**src/hyper_defs.svh**
```systemverilog
`ifndef HYPER_DEFS_SVH
`define HYPER_DEFS_SVH

// Byte address width of the AXI4-Lite port
`define AXI_ADDR_WIDTH 16

// Number of HyperRAM chips on the bus
`define HYPER_NUM_CHIPS 2

// Depth of one chip in 16-bit words
`define HYPER_BANK_WORDS 256

`endif

```
**src/axi_lite_pkg.sv**
```systemverilog
`default_nettype none

`include "hyper_defs.svh"

package axi_lite_pkg;

    typedef logic [1:0] resp_t;

    localparam resp_t RESP_OKAY   = 2'b00;
    localparam resp_t RESP_SLVERR = 2'b10;

    typedef logic [`AXI_ADDR_WIDTH-1:0] addr_t;
    typedef logic [31:0]                data_t;
    typedef logic [3:0]                 strb_t;

    // Master to slave, all five channels
    typedef struct packed {
        addr_t aw_addr;
        logic  aw_valid;
        data_t w_data;
        strb_t w_strb;
        logic  w_valid;
        logic  b_ready;
        addr_t ar_addr;
        logic  ar_valid;
        logic  r_ready;
    } axi_req_t;

    // Slave to master
    typedef struct packed {
        logic  aw_ready;
        logic  w_ready;
        logic  ar_ready;
        resp_t b_resp;
        logic  b_valid;
        data_t r_data;
        resp_t r_resp;
        logic  r_valid;
    } axi_rsp_t;

endpackage

`default_nettype wire

```
**src/hyper_pkg.sv**
```systemverilog
`default_nettype none

`include "hyper_defs.svh"

package hyper_pkg;

    typedef logic [15:0]                         hyper_word_t;
    typedef logic [`AXI_ADDR_WIDTH-2:0]          hyper_addr_t;
    typedef logic [1:0]                          hyper_blen_t;
    typedef logic [$clog2(`HYPER_NUM_CHIPS)-1:0] hyper_chip_t;

    // One transfer, address counted in 16-bit words
    typedef struct packed {
        logic        write;
        hyper_addr_t addr;
        hyper_blen_t blen;
        hyper_chip_t chip;
    } hyper_tf_t;

    typedef struct packed {
        hyper_word_t data;
        logic [1:0]  strb;
        logic        last;
    } hyper_tx_t;

    typedef struct packed {
        hyper_word_t data;
        logic        last;
    } hyper_rx_t;

    // CA fields, bit 47 down to bit 0
    typedef struct packed {
        logic        rd;
        logic        addr_space;
        logic        burst_lin;
        logic [28:0] upper;
        logic [12:0] rsvd;
        logic [2:0]  lower;
    } hyper_ca_t;

    // Same 48 bits as fields or as three bus words, w[2] goes first
    typedef union packed {
        hyper_ca_t              f;
        logic [2:0][15:0]       w;
    } hyper_ca_u;

    typedef struct packed {
        hyper_word_t data;
        logic [1:0]  strb;
        logic        ca;
        logic        dat;
    } hyper_bus_t;

endpackage

`default_nettype wire

```
**src/hyper_axi_front.sv**
```systemverilog
`default_nettype none

`include "hyper_defs.svh"

module hyper_axi_front (
    input  logic                   clk_i,
    input  logic                   rst_ni,
    input  axi_lite_pkg::axi_req_t axi_req_i,
    output axi_lite_pkg::axi_rsp_t axi_rsp_o,
    output hyper_pkg::hyper_tf_t   trans_o,
    output logic                   trans_valid_o,
    input  logic                   trans_ready_i,
    output hyper_pkg::hyper_tx_t   tx_o,
    output logic                   tx_valid_o,
    input  logic                   tx_ready_i,
    input  hyper_pkg::hyper_rx_t   rx_i,
    input  logic                   rx_valid_i,
    input  logic                   b_valid_i
);

    // Byte offset bits inside one chip
    localparam int unsigned OFFS_W = $clog2(2 * `HYPER_BANK_WORDS);

    typedef enum logic [2:0] {
        FE_IDLE,
        FE_TRANS,
        FE_TX,
        FE_WAIT,
        FE_RESP
    } fe_state_e;

    fe_state_e                   state_q;
    logic                        rr_q;
    logic                        word_q;
    logic                        b_valid_q;
    logic                        r_valid_q;

    logic                        write_q;
    axi_lite_pkg::addr_t         addr_q;
    logic [1:0][15:0]            wdata_q;
    logic [1:0][1:0]             strb_q;
    logic [1:0][15:0]            rdata_q;
    axi_lite_pkg::resp_t         resp_q;

    logic                        wr_req;
    logic                        rd_req;
    logic                        grant_wr;
    logic                        grant_rd;
    axi_lite_pkg::addr_t         sel_addr;
    logic                        sel_err;

    // ========================================================================
    // Arbitration and chip decoding
    // ========================================================================

    assign wr_req = axi_req_i.aw_valid & axi_req_i.w_valid;
    assign rd_req = axi_req_i.ar_valid;

    // rr_q low favours the write side on a tie
    assign grant_wr = (state_q == FE_IDLE) & wr_req & (~rd_req | ~rr_q);
    assign grant_rd = (state_q == FE_IDLE) & rd_req & (~wr_req | rr_q);

    assign sel_addr = grant_wr ? axi_req_i.aw_addr : axi_req_i.ar_addr;

    // Anything past the last chip is unmapped
    assign sel_err = sel_addr[`AXI_ADDR_WIDTH-1:OFFS_W] >= `HYPER_NUM_CHIPS;

    always_ff @(posedge clk_i or negedge rst_ni) begin
        if (!rst_ni) begin
            state_q   <= FE_IDLE;
            rr_q      <= 1'b0;
            word_q    <= 1'b0;
            b_valid_q <= 1'b0;
            r_valid_q <= 1'b0;
        end else begin
            case (state_q)
                FE_IDLE: begin
                    if (grant_wr | grant_rd) begin
                        rr_q   <= ~rr_q;
                        word_q <= 1'b0;
                        if (sel_err) begin
                            b_valid_q <= grant_wr;
                            r_valid_q <= grant_rd;
                            state_q   <= FE_RESP;
                        end else begin
                            state_q <= FE_TRANS;
                        end
                    end
                end
                FE_TRANS: begin
                    if (trans_ready_i) begin
                        state_q <= write_q ? FE_TX : FE_WAIT;
                    end
                end
                FE_TX: begin
                    if (tx_ready_i) begin
                        word_q <= ~word_q;
                        if (word_q) begin
                            state_q <= FE_WAIT;
                        end
                    end
                end
                FE_WAIT: begin
                    if (rx_valid_i) begin
                        word_q <= ~word_q;
                        if (rx_i.last) begin
                            r_valid_q <= 1'b1;
                            state_q   <= FE_RESP;
                        end
                    end
                    if (b_valid_i) begin
                        b_valid_q <= 1'b1;
                        state_q   <= FE_RESP;
                    end
                end
                FE_RESP: begin
                    if ((b_valid_q & axi_req_i.b_ready) | (r_valid_q & axi_req_i.r_ready)) begin
                        b_valid_q <= 1'b0;
                        r_valid_q <= 1'b0;
                        state_q   <= FE_IDLE;
                    end
                end
                default: state_q <= FE_IDLE;
            endcase
        end
    end

    // Latched access and read coalescing
    always_ff @(posedge clk_i) begin
        if (grant_wr | grant_rd) begin
            write_q <= grant_wr;
            addr_q  <= sel_addr;
            wdata_q <= axi_req_i.w_data;
            strb_q  <= axi_req_i.w_strb;
            resp_q  <= sel_err ? axi_lite_pkg::RESP_SLVERR : axi_lite_pkg::RESP_OKAY;
        end
        if ((state_q == FE_WAIT) && rx_valid_i) begin
            rdata_q[word_q] <= rx_i.data;
        end
    end

    // ========================================================================
    // HyperBus side
    // ========================================================================

    assign trans_valid_o = (state_q == FE_TRANS);
    assign trans_o.write = write_q;
    assign trans_o.addr  = addr_q[`AXI_ADDR_WIDTH-1:1];
    assign trans_o.blen  = hyper_pkg::hyper_blen_t'(2);
    assign trans_o.chip  = addr_q[OFFS_W +: $bits(hyper_pkg::hyper_chip_t)];

    // Low half goes out first
    assign tx_valid_o = (state_q == FE_TX);
    assign tx_o.data  = wdata_q[word_q];
    assign tx_o.strb  = strb_q[word_q];
    assign tx_o.last  = word_q;

    // AXI responses
    assign axi_rsp_o.aw_ready = grant_wr;
    assign axi_rsp_o.w_ready  = grant_wr;
    assign axi_rsp_o.ar_ready = grant_rd;
    assign axi_rsp_o.b_resp   = resp_q;
    assign axi_rsp_o.b_valid  = b_valid_q;
    assign axi_rsp_o.r_data   = rdata_q;
    assign axi_rsp_o.r_resp   = resp_q;
    assign axi_rsp_o.r_valid  = r_valid_q;

endmodule

`default_nettype wire

```
**config.mk**
```make
export PLATFORM = sky130hd
export DESIGN_NAME = hyper_axi_front
export DESIGN_NICKNAME = d
export VERILOG_FILES = /design/src/axi_lite_pkg.sv /design/src/hyper_pkg.sv /design/src/hyper_axi_front.sv
export VERILOG_INCLUDE_DIRS = /design/src
export SDC_FILE = /design/constraint.sdc
export NUM_CORES = 1
export LEC_CHECK = 0
export ABC_AREA = 1
export CAP_MARGIN = 20
export CELL_PAD_IN_SITES_DETAIL_PLACEMENT = 1
export CELL_PAD_IN_SITES_GLOBAL_PLACEMENT = 1
export CORE_ASPECT_RATIO = 0.75
export CORE_MARGIN = 4
export CORE_UTILIZATION = 47
export DETAILED_ROUTE_END_ITERATION = 12
export DONT_BUFFER_PORTS = 1
export PLACE_DENSITY = 0.86
export SLEW_MARGIN = 20
export SYNTH_ARGS = -nofsm -noshare
export SYNTH_HDL_FRONTEND = slang
export SYNTH_SLANG_ARGS = --single-unit
export TNS_END_PERCENT = 30
```
**constraint.sdc**
```tcl
create_clock -name clk_i -period 3.5 [get_ports clk_i]
set_input_delay 0.525 -clock clk_i [delete_from_list [all_inputs] [get_ports clk_i]]
set_output_delay 0.525 -clock clk_i [all_outputs]
set_load 0.01 [all_outputs]
```
# Word level (Yosys, flattened, before mapping)

Cells that the tools add are included.

Reduce and logical (&&, ||, !) cells: 10
Muxes and demuxes: 34
Multipliers: 0
$lt $le $gt $ge: 3
Bitwise operators: 15
Add/subtract/negate cells: 0
Equal/unequal tests: 15
Div/mod/pow operators: 0
Shifts and indexed selects: 0

Operator list:

| cell                 | count |
|---|---|
| $mux W16             | 4 |
| $bwmux W32           | 1 |
| $mux W3              | 9 |
| $demux W16 S1        | 1 |
| $pmux W3 S5          | 1 |
| $mux W1              | 12 |
| $ne A2 B2 Y1 const B | 5 |
| $pmux W1 S3          | 3 |
| $ne A2 B1 Y1 const B | 4 |
| $and A1 B1 Y1        | 7 |
| $ge A7 B2 Y1 const B | 1 |
| $reduce_and A7 Y1    | 1 |
| $eq A3 B2 Y1 const B | 2 |
| $mux W2              | 3 |
| $ne A3 B3 Y1 const B | 2 |
| $reduce_and A6 Y1    | 1 |
| $reduce_bool A3 Y1   | 2 |
| $reduce_and A5 Y1    | 1 |
| $not A1 Y1           | 4 |
| $or A1 B1 Y1         | 4 |
| $reduce_and A4 Y1    | 1 |
| $eq A3 B1 Y1 const B | 1 |
| $eq A3 B3 Y1 const B | 1 |
| $logic_not A3 Y1     | 1 |
| other kinds (4)      | 5 |

Word-level logic and storage cells: 91
Bits in writable memories: 0
Latch bits: 0
ROM bits: 0
Memories: 0
Output and inout bits: 81
Register bits after elaboration: 94
Bits of input ports: 96

# Logic depth before layout (Yosys ltp)

Gate-level depths: netlist of the first run.

Word-level depth: 8
Gate-level depth with buffers: 13

# Worst setup path before layout of the first run

OpenSTA, ideal clock, no wires.

Path kind: input to register
From: input port axi_req_i[56] (netlist name)
To: register addr_q[10], enable pin
Library setup time: 413 ps
Path buffers: 0
Stages: 4
Setup slack: 1018 ps
Data arrival time: 2069 ps
Data required time: 3087 ps
Cell sequence: nand2_1 -> nor2_4 -> nand2_8 -> nand2_1

Cells in the longest elaborated chain, start to end: 5
Elaborated cells between the ends (all ways): 7
Classes of those cells: bitwise: 7

RTL lines:

| element              | RTL line               | text |
|---|---|---|
| from (decl)          | hyper_axi_front.sv:8   | `input axi_lite_pkg::axi_req_t axi_req_i,` |
| $and A1 B1 Y1 (*)    | hyper_axi_front.sv:56  | `assign wr_req = axi_req_i.aw_valid & axi_req_i.w_valid;` |
| $not A1 Y1           | hyper_axi_front.sv:61  | `assign grant_rd = (state_q == FE_IDLE) & rd_req & (~wr_req \| rr_q);` |
| $or A1 B1 Y1         | hyper_axi_front.sv:61  |  |
| $and A1 B1 Y1        | hyper_axi_front.sv:61  |  |
| $or A1 B1 Y1 (*)     | hyper_axi_front.sv:130 | `if (grant_wr \| grant_rd) begin` |
| to (signal assigned) | hyper_axi_front.sv:132 | `addr_q <= sel_addr;` |
| to (decl)            | hyper_axi_front.sv:39  | `axi_lite_pkg::addr_t addr_q;` |

Mark *: on every way between the ends. The rest lies on a longest branch, timed or not.
A chain may end at the register's enable or synchronous reset.

==> impl_metrics.toml, run 1 <==
[status]
status = "complete, no violations"

[placement]
dp_cells = 382
place_area_um2 = 3760
port_buffers = 0
gp_congestion = 0.732
place_hpwl_um = 6350

[logic_synthesis]
synth_edf_count = 85
yosysUniqueCellTypes = 30
ys_warn_count = 0
yosysTopAreaCellShare = 0.690
synth_seq_cells = 92
synth_area_leader_cell = "edfxtp_1"
synth-async-reset-ratio = 0.0761
ys.flop_type = "edfxtp_1"
yosys-top-cells-area = "edfxtp_1 (69%), nand2_1 (12%), dfrtp_1 (4.7%), buf_4 (2.6%), inv_1 (1.4%)"
syn_avg_cell_area_um2 = 12.6
ys_seq_area_frac = 0.737
synthesis.area_um2 = 3700
synthCells = 294

[drt]
dr_wl_met2_um = 4370
dr_total_vias = 2044
drt_iter0_drc = 87
m1WireLength_um = 3070
ant_nets = 0
drc = 0
drt-total-wl_um = 8240
topRoutingLayerUsed = "met4"
viasPerCell = 5.12
wire_per_inst_um = 20.6
wl_met3_um = 744
drt_pre_antenna_iters = 4

[finish]
area_growth_pct = 7.81
drive_gt1_frac = 0.138
regArea_um2 = 2730
nNetsFinal = 389
multi_input_area_um2 = 790
antenna_cells = 0
fillers = 783
stdcell_area_um2 = 3990
final_util = 0.532
final_cells = 399

[worst_setup_path]
worstPathArrival_ns = 1.75
path_class = "flip-flop to output port"
crit_path_start_kind = "flip-flop"
r2r_cells = 6
ff2ff_setup_slack_ns = 1.41
worstReg2RegEnd = "wdata_q[15]"
crit_required_ns = 2.97
critPathCaptureType = "output port"
crit_fanout = 22
worstReg2RegStart = "state_q[2]"

[min_path]
min_to = "axi_rsp_o[28]"
min_from = "rx_i[10]"
hold_class = "primary input to flip-flop"
hold_depth = 0

[die]
die_x_um = 110
num_rows = 27
fp.dieH_um = 84.8
design.core.area_um2 = 7500
die_area_um2 = 9370
start_util = 0.493
io-pin-count = 177

[cts]
cts_setup_buffers = 0
clk_latency_ns = 0.36
cts_sinks = 92
clock-root-buffer = "clkbuf_8"
cts_buffers = 9
cts_max_level = 3
cts_tree = "built"
clk_pin_slew_ns = 0.09
clock_path_buffers = 2

[sta]
setup_tns_ns = 0
setup_viol = 0
finalHoldViolCount = 0
rsz0062_at_grt = "no"
skew_ns = 0.00950
fmax_mhz = 439
slew_headroom = 0.559
holdWs_ns = 0.255
min_period_over_period = 0.651
final_max_slew_viol_count = 0
worst_pin_slew_ns = 0.660
fin_crit_ns = 2.28

[grt]
antenna_found_initial = 0
grt_pass1_vias = 2194
grt_max_degree = 34
gr-total-overflow = 0
grt_pass1_wl_um = 12200
track_usage = 0.175

[power]
irDropWorstVdd_mv = 0.392
p_per_area_nw_per_um2 = 828
leakagePower_nw = 1.57

[flow_run]
maxCapViolations = 0
[worst max-delay path, stage by stage (launching register included)]
cell	delay, ns
dfrtp_1	0.36
buf_4	0.22
inv_1	0.52
nand2_1	0.12
nand2_1	0.17
[cell type report]
cell class,count,area share
Clock buffer,10,0.0320
Clock inverter,6,0.0235
Inverter,19,0.0179
Multi-Input combinational cell,166,0.198
Sequential cell,92,0.684
Tap cell,101,0.0317
Timing Repair Buffer,5,0.0132
[cell usage after synthesis (3+ instances only)]
| cell | count |
|---|---|
| a21oi_1 | 3 |
| buf_4 | 13 |
| clkbuf_1 | 4 |
| dfrtp_1 | 7 |
| edfxtp_1 | 85 |
| inv_1 | 14 |
| inv_2 | 5 |
| nand2_1 | 118 |
| nand3_1 | 5 |
| nand3_2 | 4 |
| nand3b_1 | 4 |
| nor2_1 | 6 |
| o21ai_1 | 3 |
[layout by cell type, fill, tap and decap left out]
cell	instances
nand2_1	117
edfxtp_1	85
inv_1	14
clkbuf_8	9
dfrtp_1	7
nor2_1	6
inv_2	5
nand3_1	5
nand3b_1	4
nand3_2	4
conb_1	4
nand2_2	3
a21oi_1	3
o21ai_1	3
buf_4	3
nor2_4	2
nor2_2	2
nor3_2	2
nand4_1	2
inv_6	2
bufinv_16	2
nand2_4	1
nor2_8	1
nand2_8	1
nor3_1	1
nor3_4	1
xor2_1	1
o211ai_1	1
a31oi_1	1
or3_1	1
clkinv_4	1
clkbuf_1	1
clkinvlp_4	1
dlygate4sd3_1	1
buf_12	1
[how the worst max path moves through the flow]
stage | from | end | cells past startpoint
after floorplan | axi_req_i[56] | addr_q[10] | 4
after global placement | state_q[0] | strb_q[1] | 6
after detailed placement | axi_req_i[1] | strb_q[1] | 6
after CTS | word_q | tx_o[4] | 4
after global routing | word_q | tx_o[2] | 4
final | word_q | tx_o[7] | 4
[cell families (layout without fill, tap and decap cells)]
family / count (synthesis) / after routing / share of synthesized area
xor+xnor: 1 / 1 / 0.00237
other cells: 2 / 4 / 0.00203
simple gates: 153 / 153 / 0.194
buf+inv: 38 / 40 / 0.0521
flops: 92 / 92 / 0.737
compound gates: 8 / 8 / 0.0118
[flip-flops by register name (all words and copies together), names as in the netlist]
register,count
word_q,1
state_q,3
wdata_q,32
rr_q,1
b_valid_q,1
write_q,1
addr_q,15
strb_q,4
resp_q,1
r_valid_q,1
axi_rsp_o,32
[through the flow]
stage / power [W] / setup slack, ns
after global routing: 0.00352 / 1.03
after floorplan: 0.00236 / 1.02
after detailed placement: 0.00258 / 1.38
final: 0.00330 / 1.22
after global placement: 0.00251 / 1.47
after CTS: 0.00335 / 1.15
[report_power, final]
part / internal (W) / switching (W)
Combinational: 0.000228 / 0.000672
Clock: 0.000409 / 0.000370
Sequential: 0.00149 / 0.000130
[repair_timing]
action,in CTS,in global routing
hold buffers,1,0
resized for setup,0,0
endpoints found under the hold margin,7,0
endpoints found under the setup margin,0,0
[per-layer routing]
metal / GRT usage / vias to the layer above
met1: 0.187 / 967
met3: 0.0820 / 5
met2: 0.315 / 110
li1: - / 962
met5: 0 / -
met4: 0.0470 / 0
No activity file was read; power rests on OpenSTA's default activity.
==> run 2: changes to the inputs <==
--- a/config.mk
+++ b/config.mk
@@ -12,10 +12,10 @@
 export CELL_PAD_IN_SITES_GLOBAL_PLACEMENT = 1
 export CORE_ASPECT_RATIO = 0.75
 export CORE_MARGIN = 4
-export CORE_UTILIZATION = 47
+export CORE_UTILIZATION = 42
 export DETAILED_ROUTE_END_ITERATION = 12
 export DONT_BUFFER_PORTS = 1
-export PLACE_DENSITY = 0.86
+export PLACE_DENSITY = 0.82
 export SLEW_MARGIN = 20
 export SYNTH_ARGS = -nofsm -noshare
 export SYNTH_HDL_FRONTEND = slang
==> constraint.sdc (replaced) <==
create_clock -name clk_i -period 1.8 [get_ports clk_i]
set_input_delay 0.27 -clock clk_i [delete_from_list [all_inputs] [get_ports clk_i]]
set_output_delay 0.27 -clock clk_i [all_outputs]
set_load 0.01 [all_outputs]
==> run 2 against run 1 <==
Via count rose by 3.0%. Flip-flop and latch count did not move. Setup slack got worse by 1.1 ns. Critical endpoint is now state_q[2]. Worst hold slack got worse by 0.22 ns. Critical path depth rose by 9. Global-route usage fell by 1.3 points. Final cell count rose by 5.5%. Sequential share of layout area fell by 4.9 points. Power rose by 110%.
==> impl_metrics.toml, run 2 (synthesis results as in run 1) <==
[grt]
gr-total-overflow = 0
grt_pass1_vias = 2224
grt_pass1_wl_um = 12100
antenna_found_initial = 0
grt_max_degree = 28
track_usage = 0.162

[placement]
dp_cells = 394
port_buffers = 0
place_area_um2 = 3860
gp_congestion = 0.803
place_hpwl_um = 6220

[power]
p_int_w = 0.00470
seqPwrFrac = 0.446
p_per_area_nw_per_um2 = 1650
leakagePower_nw = 1.69
switching_share = 0.335
p_clk_frac = 0.254
p_switching_w = 0.00237
combPwrFrac = 0.301
irDropWorstVdd_mv = 0.731

[worst_setup_path]
cp_cell_sequence = "inv_2 -> nand2_4 -> nor2_8 -> buf_6 -> nand3b_1 -> nand2_2 -> nand2_2 -> nor2_4 -> nand2_2 -> nand2_1 -> nand2_1 -> nand2_1 -> nand2_1"
crit_path_start_kind = "flip-flop"
path_class = "flip-flop to flip-flop"
crit_top_cell = "nand2_1"
worstPathArrival_ns = 1.93
critPathCaptureType = "flip-flop"
slowest_delay_ns = 0.41
crit_fanout = 6
crit_required_ns = 2.02
cpMaxStageDelayCell = "dfrtp_1"

[die]
start_util = 0.434
die_area_um2 = 10400
io-pin-count = 177
fp.dieH_um = 89.3
die_x_um = 116
num_rows = 29
design.core.area_um2 = 8530

[sta]
final_max_slew_viol_count = 0
fin_crit_ns = 1.71
skew_ns = 0.00547
setup_viol = 0
min_period_over_period = 0.950
finalHoldViolCount = 0
fmax_mhz = 585
rsz0062_at_grt = "yes"

[cts]
clock_path_buffers = 2
clock-root-buffer = "clkbuf_16"
clk_pin_slew_ns = 0.06
cts_buffers = 9
cts_max_level = 3
clk_latency_ns = 0.33
cts_tree = "built"
cts_sinks = 92

[finish]
final_cell_mix = "nand2_1 (110), edfxtp_1 (85), inv_1 (12), buf_4 (11)"
fillers = 861
multi_input_area_um2 = 840
area_growth_pct = 16.2
stdcell_area_um2 = 4300
nNetsFinal = 404
antenna_cells = 0
final_cells = 421
layout_commonest_cell = "nand2_1"
regArea_um2 = 2730
drive_gt1_frac = 0.198

[flow_run]
maxCapViolations = 0

[drt]
viasPerCell = 5.00
wire_per_inst_um = 20.0
dr_total_vias = 2106
drt_iter0_drc = 99
drt-total-wl_um = 8430
drt_pre_antenna_iters = 4
ant_nets = 0
drc = 0

[status]
status = "complete, no violations"

[min_path]
hold_class = "primary input to flip-flop"
## run 2: timing repair
item | 4_1_cts | 5_1_grt
resized for setup | 3 | 15
pin swaps | 3 | 4
hold buffers | 1 | 0
hold endpoints to repair | 7 | 0
setup buffers | 7 | 3
setup endpoints to repair | 3 | 10
gates cloned | 0 | 0
## run 2: worst max-delay path: cells and delay by family (launching register included)
family / cells / cell delay, ns
DFF: 1 / 0.41
buffers and inverters: 2 / 0.25
and+or+nand+nor: 11 / 0.92
## run 2: final cells by class
cell class                      count  share of cell area
Tap cell                          108              0.0314
Clock inverter                      4              0.0116
Timing Repair Buffer               20              0.0547
Multi-Input combinational cell    166               0.195
Clock buffer                       12              0.0550
Sequential cell                    92               0.634
Inverter                           19              0.0175
## run 2: power by group through the flow
stage	clock, W	sequential, W	combinational [W]
3_3_place_gp	0	0.00318	0.00181
4_1_cts	0.00186	0.00316	0.00206
6_report	0.00180	0.00315	0.00213
2_1_floorplan	0	0.00314	0.00144
3_5_place_dp	0	0.00320	0.00190
5_1_grt	0.00197	0.00319	0.00238
## run 2: worst paths after layout
kind                               start          to  slack (ns)  depth (start not counted)
max in group asynchronous         rst_ni  state_q[1]        1.24                          1
setup reg to reg              state_q[2]  state_q[2]        0.09                         13
min in group asynchronous         rst_ni   r_valid_q        0.29                          1
hold / removal             axi_req_i[27]  wdata_q[3]        0.03                          0
setup / recovery              state_q[2]  state_q[2]        0.09                         13
hold reg to reg                     rr_q        rr_q        0.51                          1
## run 2: per-stage QoR
stage                     setup TNS (ns)   util  total power [W]  setup WS, ns  hold slack (ns)
after floorplan                    -6.79      -          0.00458        -0.212          -0.0256
after global placement                 0  0.453          0.00499         0.133          -0.0253
after detailed placement               0  0.453          0.00510        0.0662          -0.0252
after CTS                       -0.00395  0.494          0.00708      -0.00395           0.0148
after global routing              -0.126  0.504          0.00754       -0.0469          0.00626
final                                  0  0.504          0.00708        0.0901           0.0312
## run 2: layer usage
layer	global-route usage	wire (um)	up-vias
met3	0.0643	579	13
met4	0.0611	163	0
met1	0.187	3300	1014
li1	-	-	999
met5	0	0	-
met2	0.274	4390	80
